`src/rtl/routerPkg.sv`:
```
`default_nettype none

package routerPkg;

	////////////////////////////////////////
	// Sizes

	localparam int WIDTH_DATA = 32;					// Data word
	localparam int WIDTH_ID   = WIDTH_DATA / 2;		// Router ID and destination field
	localparam int FIFO_DEPTH = 8;					// Buffer entries
	localparam int FIFO_ADDR  = 3;					// Pointer width, log2 of depth

	////////////////////////////////////////
	// Encodings

	// Word kind, command opcode at the top input and FIFO tag
	typedef enum logic [1:0] {
		kindHeader  = 2'd0,
		kindPayload = 2'd1,
		kindRelease = 2'd2
	} wordKind_t;

	// Framer message state
	typedef enum logic {
		stateIdle = 1'b0,						// Waiting for a header
		stateOpen = 1'b1						// Header seen, release pending
	} framerState_t;

endpackage

`default_nettype wire
```
`src/rtl/routerTop.sv`:
```
`timescale 1ns/1ps
`default_nettype none

module routerTop (
	input  wire logic								clock,
	input  wire logic								reset,
	// Command input
	input  wire logic								cmdStrobe,
	input  wire routerPkg::wordKind_t				cmdKind,
	input  wire logic [routerPkg::WIDTH_DATA-1:0]	cmdData,
	output logic									protocolError,
	// Buffer control and status
	input  wire logic								drainEnable,
	output logic									fifoFull,
	output logic									overflow,
	// Router configuration
	input  wire logic [routerPkg::WIDTH_ID-1:0]		routerId,
	// Branch A
	output logic									reqA,
	output logic									rlsA,
	output logic [routerPkg::WIDTH_DATA-1:0]		dataA,
	input  wire logic								branchReqA,
	input  wire logic								branchRlsA,
	input  wire logic [routerPkg::WIDTH_DATA-1:0]	branchDataA,
	// Branch B
	output logic									reqB,
	output logic									rlsB,
	output logic [routerPkg::WIDTH_DATA-1:0]		dataB,
	input  wire logic								branchReqB,
	input  wire logic								branchRlsB,
	input  wire logic [routerPkg::WIDTH_DATA-1:0]	branchDataB,
	// Backward path
	output logic									backReq,
	output logic									backRls,
	output logic [routerPkg::WIDTH_DATA-1:0]		backData
);

	import routerPkg::*;

	logic					pushStrobe;		// Framer to FIFO
	wordKind_t				pushKind;
	logic [WIDTH_DATA-1:0]	pushData;
	logic					fwdReq;			// FIFO to router
	logic					fwdRls;
	logic [WIDTH_DATA-1:0]	fwdData;

	packetFramer u_packetFramer (
		.clock, .reset, .cmdStrobe, .cmdKind, .cmdData,
		.pushStrobe, .pushKind, .pushData, .protocolError
	);

	routeFifo u_routeFifo (
		.clock, .reset, .pushStrobe, .pushKind, .pushData, .drainEnable,
		.fwdReq, .fwdRls, .fwdData, .fifoFull, .overflow
	);

	branchRouter u_branchRouter (
		.clock, .reset, .routerId, .fwdReq, .fwdRls, .fwdData,
		.reqA, .rlsA, .dataA, .reqB, .rlsB, .dataB,
		.branchReqA, .branchRlsA, .branchDataA,
		.branchReqB, .branchRlsB, .branchDataB,
		.backReq, .backRls, .backData
	);

endmodule

`default_nettype wire

```
`src/rtl/branchRouter.sv`:
```
`timescale 1ns/1ps
`default_nettype none

module branchRouter (
	input  wire logic								clock,
	input  wire logic								reset,
	input  wire logic [routerPkg::WIDTH_ID-1:0]		routerId,		// Own ID, static
	// Forward path from the FIFO
	input  wire logic								fwdReq,
	input  wire logic								fwdRls,
	input  wire logic [routerPkg::WIDTH_DATA-1:0]	fwdData,
	// Branch outputs
	output logic									reqA,
	output logic									rlsA,
	output logic [routerPkg::WIDTH_DATA-1:0]		dataA,
	output logic									reqB,
	output logic									rlsB,
	output logic [routerPkg::WIDTH_DATA-1:0]		dataB,
	// Branch replies
	input  wire logic								branchReqA,
	input  wire logic								branchRlsA,
	input  wire logic [routerPkg::WIDTH_DATA-1:0]	branchDataA,
	input  wire logic								branchReqB,
	input  wire logic								branchRlsB,
	input  wire logic [routerPkg::WIDTH_DATA-1:0]	branchDataB,
	// Backward path
	output logic									backReq,
	output logic									backRls,
	output logic [routerPkg::WIDTH_DATA-1:0]		backData
);

	import routerPkg::*;

	logic					run;			// Message open
	logic					matchReg;		// Route latched at the header
	logic					isMatch;
	logic					isHeader;
	logic					toB;
	logic					sendA;
	logic					sendB;
	logic					replyReq;
	logic					replyRls;
	logic [WIDTH_DATA-1:0]	replyData;

	////////////////////////////////////////
	// Route decision

	assign isMatch  = (fwdData[WIDTH_ID-1:0] == routerId);		// Destination in low half
	assign isHeader = fwdReq && !run;							// First request while idle
	assign toB      = run ? matchReg : isMatch;
	assign sendA    = (fwdReq || (fwdRls && run)) && !toB;
	assign sendB    = (fwdReq || (fwdRls && run)) && toB;

	always_ff @(posedge clock) begin
		if (reset) begin
			run      <= 1'b0;
			matchReg <= 1'b0;
		end
		else if (fwdRls) begin
			run <= 1'b0;					// Route closes at release
		end
		else if (isHeader) begin
			run      <= 1'b1;
			matchReg <= isMatch;
		end
	end

	////////////////////////////////////////
	// Forward to branches

	always_ff @(posedge clock) begin
		if (reset) begin
			reqA <= 1'b0;
			rlsA <= 1'b0;
			reqB <= 1'b0;
			rlsB <= 1'b0;
		end
		else begin
			reqA <= fwdReq && !toB;
			rlsA <= fwdRls && run && !matchReg;
			reqB <= fwdReq && toB;
			rlsB <= fwdRls && run && matchReg;
		end
	end

	always_ff @(posedge clock) begin
		if (sendA) dataA <= fwdData;
		if (sendB) begin
			// Local header gets its halves swapped
			dataB <= isHeader ? {fwdData[WIDTH_ID-1:0], fwdData[WIDTH_DATA-1:WIDTH_ID]}
			                  : fwdData;
		end
	end

	////////////////////////////////////////
	// Backward path from the chosen branch only

	assign replyReq  = matchReg ? branchReqB  : branchReqA;
	assign replyRls  = matchReg ? branchRlsB  : branchRlsA;
	assign replyData = matchReg ? branchDataB : branchDataA;

	always_ff @(posedge clock) begin
		if (reset) begin
			backReq <= 1'b0;
			backRls <= 1'b0;
		end
		else begin
			backReq <= run && replyReq;		// Idle keeps backward quiet
			backRls <= run && replyRls;
		end
	end

	always_ff @(posedge clock) begin
		if (run && (replyReq || replyRls)) backData <= replyData;
	end

	assert property (@(posedge clock) disable iff (reset) !(reqA && reqB))
		else $error("branchRouter: both branches requested");

endmodule

`default_nettype wire

```
`src/rtl/routeFifo.sv`:
```
`timescale 1ns/1ps
`default_nettype none

module routeFifo (
	input  wire logic								clock,
	input  wire logic								reset,
	input  wire logic								pushStrobe,
	input  wire routerPkg::wordKind_t				pushKind,
	input  wire logic [routerPkg::WIDTH_DATA-1:0]	pushData,
	input  wire logic								drainEnable,	// One pop per cycle while high
	output logic									fwdReq,			// Header or payload out
	output logic									fwdRls,			// Release out
	output logic [routerPkg::WIDTH_DATA-1:0]		fwdData,
	output logic									fifoFull,
	output logic									overflow		// Sticky
);

	import routerPkg::*;

	wordKind_t				kindMem [FIFO_DEPTH];
	logic [WIDTH_DATA-1:0]	dataMem [FIFO_DEPTH];
	logic [FIFO_ADDR-1:0]	wrPtr;
	logic [FIFO_ADDR-1:0]	rdPtr;
	logic [FIFO_ADDR:0]		count;
	logic					doPush;
	logic					doPop;

	assign fifoFull = (count == (FIFO_ADDR+1)'(FIFO_DEPTH));
	assign doPush   = pushStrobe && !fifoFull;		// Full drops the word
	assign doPop    = drainEnable && (count != '0);

	always_ff @(posedge clock) begin
		if (doPush) begin
			kindMem[wrPtr] <= pushKind;
			dataMem[wrPtr] <= pushData;
		end
	end

	////////////////////////////////////////
	// Pointers and fill level

	always_ff @(posedge clock) begin
		if (reset) begin
			wrPtr    <= '0;
			rdPtr    <= '0;
			count    <= '0;
			overflow <= 1'b0;
		end
		else begin
			if (doPush) wrPtr <= wrPtr + 1'b1;
			if (doPop)  rdPtr <= rdPtr + 1'b1;
			count <= count + (FIFO_ADDR+1)'(doPush) - (FIFO_ADDR+1)'(doPop);
			if (pushStrobe && fifoFull) begin
				overflow <= 1'b1;
			end
		end
	end

	////////////////////////////////////////
	// Popped word into router strobes

	always_ff @(posedge clock) begin
		if (reset) begin
			fwdReq <= 1'b0;
			fwdRls <= 1'b0;
		end
		else begin
			fwdReq <= doPop && (kindMem[rdPtr] != kindRelease);
			fwdRls <= doPop && (kindMem[rdPtr] == kindRelease);
		end
	end

	always_ff @(posedge clock) begin
		if (doPop) fwdData <= dataMem[rdPtr];
	end

	assert property (@(posedge clock) disable iff (reset) count <= FIFO_DEPTH)
		else $error("routeFifo: fill level above depth");
	assert property (@(posedge clock) disable iff (reset) !(fwdReq && fwdRls))
		else $error("routeFifo: request and release in the same cycle");

endmodule

`default_nettype wire

```
`src/rtl/packetFramer.sv`:
```
`timescale 1ns/1ps
`default_nettype none

module packetFramer (
	input  wire logic								clock,
	input  wire logic								reset,
	input  wire logic								cmdStrobe,		// Command valid pulse
	input  wire routerPkg::wordKind_t				cmdKind,		// Command opcode
	input  wire logic [routerPkg::WIDTH_DATA-1:0]	cmdData,
	output logic									pushStrobe,		// Word valid for the FIFO
	output routerPkg::wordKind_t					pushKind,
	output logic [routerPkg::WIDTH_DATA-1:0]		pushData,
	output logic									protocolError	// Sticky
);

	import routerPkg::*;

	framerState_t	state;
	framerState_t	stateNext;
	logic			cmdLegal;

	////////////////////////////////////////
	// Command order check

	always_comb begin
		cmdLegal  = 1'b0;
		stateNext = state;
		case (state)
			stateIdle: begin
				if (cmdKind == kindHeader) begin			// Only a header opens
					cmdLegal  = cmdStrobe;
					stateNext = cmdStrobe ? stateOpen : stateIdle;
				end
			end
			stateOpen: begin
				if (cmdKind == kindPayload) begin
					cmdLegal = cmdStrobe;
				end
				else if (cmdKind == kindRelease) begin
					cmdLegal  = cmdStrobe;
					stateNext = cmdStrobe ? stateIdle : stateOpen;
				end
			end
			default: begin
				stateNext = stateIdle;
			end
		endcase
	end

	////////////////////////////////////////
	// Registered push port

	always_ff @(posedge clock) begin
		if (reset) begin
			state         <= stateIdle;
			pushStrobe    <= 1'b0;
			protocolError <= 1'b0;
		end
		else begin
			state      <= stateNext;
			pushStrobe <= cmdLegal;
			if (cmdStrobe && !cmdLegal) begin
				protocolError <= 1'b1;			// Out of order, word dropped
			end
		end
	end

	always_ff @(posedge clock) begin
		if (cmdLegal) begin
			pushKind <= cmdKind;
			pushData <= cmdData;
		end
	end

	////////////////////////////////////////
	// Checks

	// A header leaves the framer only if the message was closed when it came in
	property headerFromIdle;
		@(posedge clock) disable iff (reset)
		(pushStrobe && pushKind == kindHeader) |-> ($past(state) == stateIdle);
	endproperty
	assert property (headerFromIdle)
		else $error("packetFramer: header pushed while a message was open");

endmodule

`default_nettype wire

```
`config.mk`:
```
export PLATFORM = sky130hd
export DESIGN_NAME = routerTop
export DESIGN_NICKNAME = d
export VERILOG_FILES = /design/src/rtl/routerPkg.sv /design/src/rtl/routerTop.sv /design/src/rtl/branchRouter.sv /design/src/rtl/routeFifo.sv /design/src/rtl/packetFramer.sv
export SDC_FILE = /design/constraint.sdc
export NUM_CORES = 1
export LEC_CHECK = 0
export BUFFER_PORTS_ARGS = -buffer_cell sky130_fd_sc_hd__buf_2
export CAP_MARGIN = 25
export CORE_MARGIN = 2
export CORE_UTILIZATION = 57
export DETAILED_ROUTE_END_ITERATION = 8
export PLACE_DENSITY = 0.83
export RECOVER_POWER = 50
export SETUP_SLACK_MARGIN = 0.3
export SLEW_MARGIN = 40
export SYNTH_ARGS = -nofsm -noshare
export SYNTH_HDL_FRONTEND = slang
export SYNTH_SLANG_ARGS = --single-unit
```
`constraint.sdc`:
```
create_clock -name clock -period 4.5 [get_ports clock]
set_clock_uncertainty 0.1 [all_clocks]
set_input_delay 1.35 -clock clock [delete_from_list [all_inputs] [get_ports clock]]
set_output_delay 1.35 -clock clock [all_outputs]
set_load 0.005 [all_outputs]
```
==> results of run 1 <==
-- cells by family (layout without fill, tap and decap cells) --
logic type,after synthesis,in the layout,share of synthesized area
buffers and inverters,49,343,0.0159
AND/OR/NAND/NOR,60,60,0.0174
flip-flops,461,461,0.784
multiplexers,165,165,0.155
XOR/XNOR,22,22,0.0111
adder cells (fa/ha/maj),9,9,0.00694
AO/OA/AOI/OAI,21,21,0.00918
-- routing by layer --
layer  track usage  wire (um)  share of wire  vias up
met3        0.0477       3240          0.083       90
met1         0.298      14000           0.36     4354
met2         0.434      19900           0.51      476
li1              -          -              -     3721
met5             0          0              0        -
met4         0.116       1850          0.047        0
-- worst max-delay path: cells and delay by family --
kind            cells  cell delay (ps)
compound gates      1              150
buf+inv             3             1980
-- layout by cell type (no fill, tap or decap), drive strengths merged, types with 8 or more instances in the layout --
| cell type | synthesis | routed |
|---|---|---|
| edfxtp | 434 | 434 |
| buf | 21 | 238 |
| mux2 | 96 | 96 |
| mux4 | 65 | 65 |
| clkbuf | 11 | 63 |
| dfxtp | 27 | 27 |
| nor2 | 27 | 27 |
| xor2 | 20 | 20 |
| clkinv | 0 | 20 |
| inv | 17 | 17 |
| ha | 8 | 8 |
-- state kept, by name, indices dropped and copies added, names as in the netlist, 2 cells and up, named ones only --
name / cells
u_routeFifo.rdPtr: 3
u_routeFifo.wrPtr: 3
u_routeFifo.fwdData: 32
u_routeFifo.dataMem: 256
u_branchRouter.backData: 32
u_routeFifo.kindMem: 16
u_packetFramer.pushData: 32
u_branchRouter.dataB: 32
u_routeFifo.count: 4
u_branchRouter.dataA: 32
u_packetFramer.pushKind: 2
-- cells in the mapped netlist, types with 4 or more instances --
master	n	area [um^2]
a21oi_1	5	25.0
a32oi_1	4	35.0
buf_1	6	22.5
buf_12	4	80.1
buf_2	9	45.0
clkbuf_1	11	41.3
dfxtp_1	27	541
edfxtp_1	434	13000
ha_1	8	100
inv_1	17	63.8
mux2_2	96	1080
mux2i_1	4	40.0
mux4_1	28	736
mux4_2	37	833
nand2_1	4	15.0
nand2b_1	6	37.5
nor2_1	27	101
nor2b_1	4	25.0
nor3_1	4	20.0
nor4_1	4	25.0
xor2_1	20	175
-- worst paths after layout --
| kind | startpoint | end | slack (ps) |
|---|---|---|---|
| min reg2reg | u_packetFramer.protocolError | u_packetFramer.protocolError | 340 |
| min | u_packetFramer.protocolError | u_packetFramer.protocolError | 340 |
| max reg2reg | u_branchRouter.run | u_branchRouter.dataA[25] | 1180 |
| max | drainEnable | u_routeFifo.fwdData[9] | 990 |
-- power by group through the flow --
stage,clock network [mW],logic [mW],registers [mW]
after floorplan,0,1.18,5.30
after global placement,0,1.36,5.58
after global routing,3.79,1.54,5.54
after detailed placement,0,1.40,5.60
after CTS,3.63,1.44,5.51
final,3.58,1.42,5.51
-- area by class of cell --
| type | count | area share |
|---|---|---|
| clock inverters | 25 | 0.0117 |
| clock buffers | 53 | 0.0568 |
| repair buffers | 248 | 0.0635 |
| well taps | 390 | 0.0240 |
| flip-flops and latches | 461 | 0.668 |
| inverters | 17 | 0.00314 |
| multi-input cells | 277 | 0.173 |
==> results.yml, run 1 <==
outcome:
  status: "complete, but fails checks"
  violations: "max-capacitance violations, max-slew violations"
detailed_routing:
  totalWireLength_um: 38900
  drc_errors: 0
  routedWlPerCell_um: 26.5
  drt_first_iter_violations: 736
  vias: 8641
  via_per_inst: 5.87
  ant_nets: 0
  drt-pass1-iter-count: 7
die:
  rows: 63
  start_util: 0.581
  die_w_um: 178
  fp.dieArea_um2: 31800
  dieHeight_um: 178
  num_io_pins: 227
  core_um2: 29800
timing:
  hold_ws_ps: 339
  fin_crit_ps: 3510
  max-slew-margin-rel: -0.648
  clock.fmax_ghz: 0.285
  setup_viol: 0
  setup_ws_ps: 993
  period_share: 0.779
  hold_viol: 0
  final_max_slew_viol_count: 70
  finalSetupTns_ps: 0
  rsz0062_at_grt: "false"
  worstMarginPinSlew_ps: 2470
setup_path:
  critPathKind: "in2reg"
  path_max_fanout: 32
  crit_arrival_ps: 3500
  cp_slowest_cell: "clkbuf_1"
  critPathMaxStageDelay_ps: 1770
  required_ps: 4490
  worstSetupStartpointType: "input port"
  cp_cell_sequence: "buf_2, o31ai_1, inv_1, clkbuf_1"
  cp-end-kind: "register"
  worst_r2r_path_depth: 4
global_route:
  grt_pass1_vias: 8843
  grt_pass1_wl_um: 55300
  antenna_found_initial: 0
  track_usage: 0.248
  grt_overflow: 0
  grt_max_degree: 37
yosys:
  seq_area_frac_synth: 0.784
  syn_area_per_cell_um2: 22.0
  synth_area_um2: 17300
  ys.flop_type: "edfxtp_1"
  synth_cell_types: 42
  yosys_warnings: 0
  yosys_register_bits: 461
  synthArstFlopShare: 0
  synth_edf_count: 434
  synth_cells: 787
  synth_fp_nets: 918
hold_path:
  hp-class: "reg2reg"
  holdPathStages: 2
power_and_ir_drop:
  p_comb_frac: 0.135
  netSwitchingPower_mw: 2.52
  ir_worst_vdd_uv: 298
  clkPwrFrac: 0.341
  p_int_mw: 8.00
  power_density_nw_per_um2: 517
  power.total_mw: 10.5
  pwr-share-seq: 0.524
  swShare: 0.239
  cellLeakagePower_nw: 7.04
clocking:
  cts_setup_buffers: 0
  clkTransAtPathRegs_ps: 60
  cts_num_sinks: 461
  clockBufferDepth: 3
  cts_resized: 0
  cts_tree: "done"
  cts_hold_buffers: 0
  cts.htree.levels: 2
  cts_made_buffers: 45
  cts-root-buf: "clkbuf_16"
  worstSkewPairLatency_ps: 530
final_layout:
  nNetsFinal: 1181
  ff_latch_area_um2: 13600
  area_growth_pct: 17.5
  drive_gt1_frac: 0.401
  nFillCells: 1850
  multiInputGateArea_um2: 3520
  fin_util: 0.683
  stdcell_count: 1471
  antenna_cells: 0
  fin_area_um2: 20300
place:
  port_buffers: 226
  placed_area_um2: 19000
  gp_congestion: 0.768
  dp_hpwl_um: 24100
  dp_slack_ps: 1140
  dp_cells: 1393
run:
  drv_cap: 2
No activity file was read; power rests on OpenSTA's default activity.
==> inputs of run 2 (changes only) <==
Settings changed: ABC_AREA set to 1.
Clock period 4.5 ns to 3.45 ns, I/O delays scaled along.
==> run 2 against run 1 <==
  * The flow still finishes with violations (max-capacitance violations, max-slew violations)
  * Global-route usage grew 0.27 points
  * Clock power increased by 29%
  * Die area is 1.5% higher
  * Largest power group unchanged
==> results.yml, run 2 <==
yosys:
  synth_top_area_frac: 0.742
  synth_cell_types: 28
  synth_fp_nets: 1470
  synth.largest_area_cell: "edfxtp_1"
  synth_area_um2: 17600
  synthArstFlopShare: 0
  synth_area_leaders: "edfxtp_1 74%, nand2_1 6.2%, nor2_1 5.3%"
  syn_area_per_cell_um2: 13.1
  yosys_register_bits: 461
  ys.flop_type: "edfxtp_1"
  seq_area_frac_synth: 0.772
  yosysMostFrequentCell: "edfxtp_1"
  synth_edf_count: 434
  ys_top_cells_by_count: "434 x edfxtp_1, 290 x nand2_1, 248 x nor2_1"
  yosys_warnings: 0
  synth_cells: 1339
timing:
  setup_ws_ps: 798
  hold_ws_ps: 350
  setup_viol: 0
  hold_viol: 0
  clock.fmax_ghz: 0.377
  rsz0062_at_grt: "false"
  fin_crit_ps: 2650
  worstMarginPinSlew_ps: 1730
  period_share: 0.769
  max-slew-margin-rel: -0.156
  final_max_slew_viol_count: 107
  finalSetupTns_ps: 0
detailed_routing:
  drt-pass1-iter-count: 5
  via_per_inst: 5.68
  totalWireLength_um: 40600
  drc_errors: 0
  drt_first_iter_violations: 1245
  routedWlPerCell_um: 20.3
  vias: 11300
  ant_nets: 0
die:
  rows: 64
  die_w_um: 180
  core_um2: 30500
  dieHeight_um: 180
  fp.dieArea_um2: 32300
  start_util: 0.576
  num_io_pins: 227
final_layout:
  area_growth_pct: 16.5
  drive_gt1_frac: 0.195
  nNetsFinal: 1699
  layout_commonest_cell: "edfxtp_1"
  final_cell_mix: "434 x edfxtp_1, 290 x nand2_1, 240 x nor2_1"
  fin_util: 0.671
  nFillCells: 1991
  largest_register_ffs: 256
  regMostFlops: "u_routeFifo.dataMem"
place:
  dp_hpwl_um: 25500
  port_buffers: 226
  gp_congestion: 0.912
  dp_slack_ps: 492
clocking:
  cts.htree.levels: 2
  clkTransAtPathRegs_ps: 60
  cts_num_sinks: 461
  cts-root-buf: "clkbuf_16"
  cts_setup_buffers: 0
  cts_tree: "done"
  cts_resized: 0
  worstSkewPairLatency_ps: 540
  clockBufferDepth: 3
  cts_made_buffers: 42
  cts_hold_buffers: 0
global_route:
  antenna_found_initial: 1
  grt_pass1_vias: 11400
  grt_pass1_wl_um: 62100
  busiest_layer: "met2"
  grt.met2_usage: 0.439
  grt_max_degree: 67
  grt_overflow: 0
  track_usage: 0.251
  met3_usage: 0.0436
  grtUsageMet1: 0.298
outcome:
  violations: "max-capacitance violations, max-slew violations"
  status: "complete, but fails checks"
setup_path:
  cp_top_family: "flip-flops"
  cp-end-kind: "register"
  crit_path_frequent_cell: "nand2_1"
  cp_num_buf_inv: 1
  cp_cell_sequence: "buf_12, o21ai_0, o32ai_1, nand2_1, nand2_1"
  required_ps: 3710
  worstSetupStartpointType: "register"
  path_max_fanout: 56
  cp_slowest_cell: "dfxtp_1"
  crit_arrival_ps: 2920
  critPathMaxStageDelay_ps: 1340
  critPathKind: "reg2reg"
hold_path:
  hp-class: "reg2reg"
power_and_ir_drop:
  cellLeakagePower_nw: 7.70
  power.total_mw: 14.4
  ir_worst_vdd_uv: 327
  power_density_nw_per_um2: 701
run:
  drv_cap: 2
[run 2: changes by cell type after synthesis, moves of 35 or more]
cell	delta
nand2_1	+286
nor2_1	+221
mux2_2	-96
o21ai_0	+63
o32ai_1	+62
mux4_2	-37
inv_1	+35
[run 2: metal layers]
layer	vias to the layer above	wire, um
li1	5192	-
met3	118	3180
met4	0	1890
met2	635	21000
met1	5401	14500
met5	-	0
[run 2: stage by stage]
stage / instances / instance area [um^2]
final: 1997 / 20500
after global routing: 1996 / 20500
after CTS: 1996 / 20500
after detailed placement: 1920 / 19100
after global placement: 1920 / 19100
after floorplan: 1339 / 17600
[run 2: cells by family after synthesis]
logic type / Yosys count / share of synthesized area
compound gates: 185 / 0.0676
xor+xnor: 2 / 0.000997
fa+ha+maj: 9 / 0.00683
buf+inv: 127 / 0.0323
flops: 461 / 0.772
simple gates: 555 / 0.120
[run 2: worst register-to-register path: cells and delay by family, from the launching register on]
family	cells	cell delay [ps]
flip-flops	1	1340
buffers and inverters	1	360
AO/OA/AOI/OAI	2	380
AND/OR/NAND/NOR	2	310
[run 2: worst paths after layout]
path                                                   start                            to  slack (ps)  cells past startpoint
worst min register to register  u_packetFramer.protocolError  u_packetFramer.protocolError         350                      2
worst min-delay path            u_packetFramer.protocolError  u_packetFramer.protocolError         350                      2
worst max register to register          u_routeFifo.rdPtr[1]       u_routeFifo.fwdData[30]         800                      5
worst max-delay path                    u_routeFifo.rdPtr[1]       u_routeFifo.fwdData[30]         800                      5
[run 2: final cells by class]
type | instances | area (um^2) | share of cell area
sequential | 461 | 13600 | 0.663
multi-input combinational | 751 | 3470 | 0.169
timing repair buffer | 250 | 1330 | 0.0647
clock buffer | 47 | 1080 | 0.0527
tap | 396 | 495 | 0.0242
clock inverter | 29 | 295 | 0.0144
inverter | 62 | 235 | 0.0115
antenna | 1 | 2.50 | 0.000122
[run 2: where the power goes]
group	leakage, nW	switching [mW]	internal (mW)	total, mW
Clock	0.678	1.92	2.70	4.62
Sequential	4.16	0.416	6.74	7.15
Combinational	2.87	1.73	0.856	2.59
Total	7.70	4.07	10.3	14.4
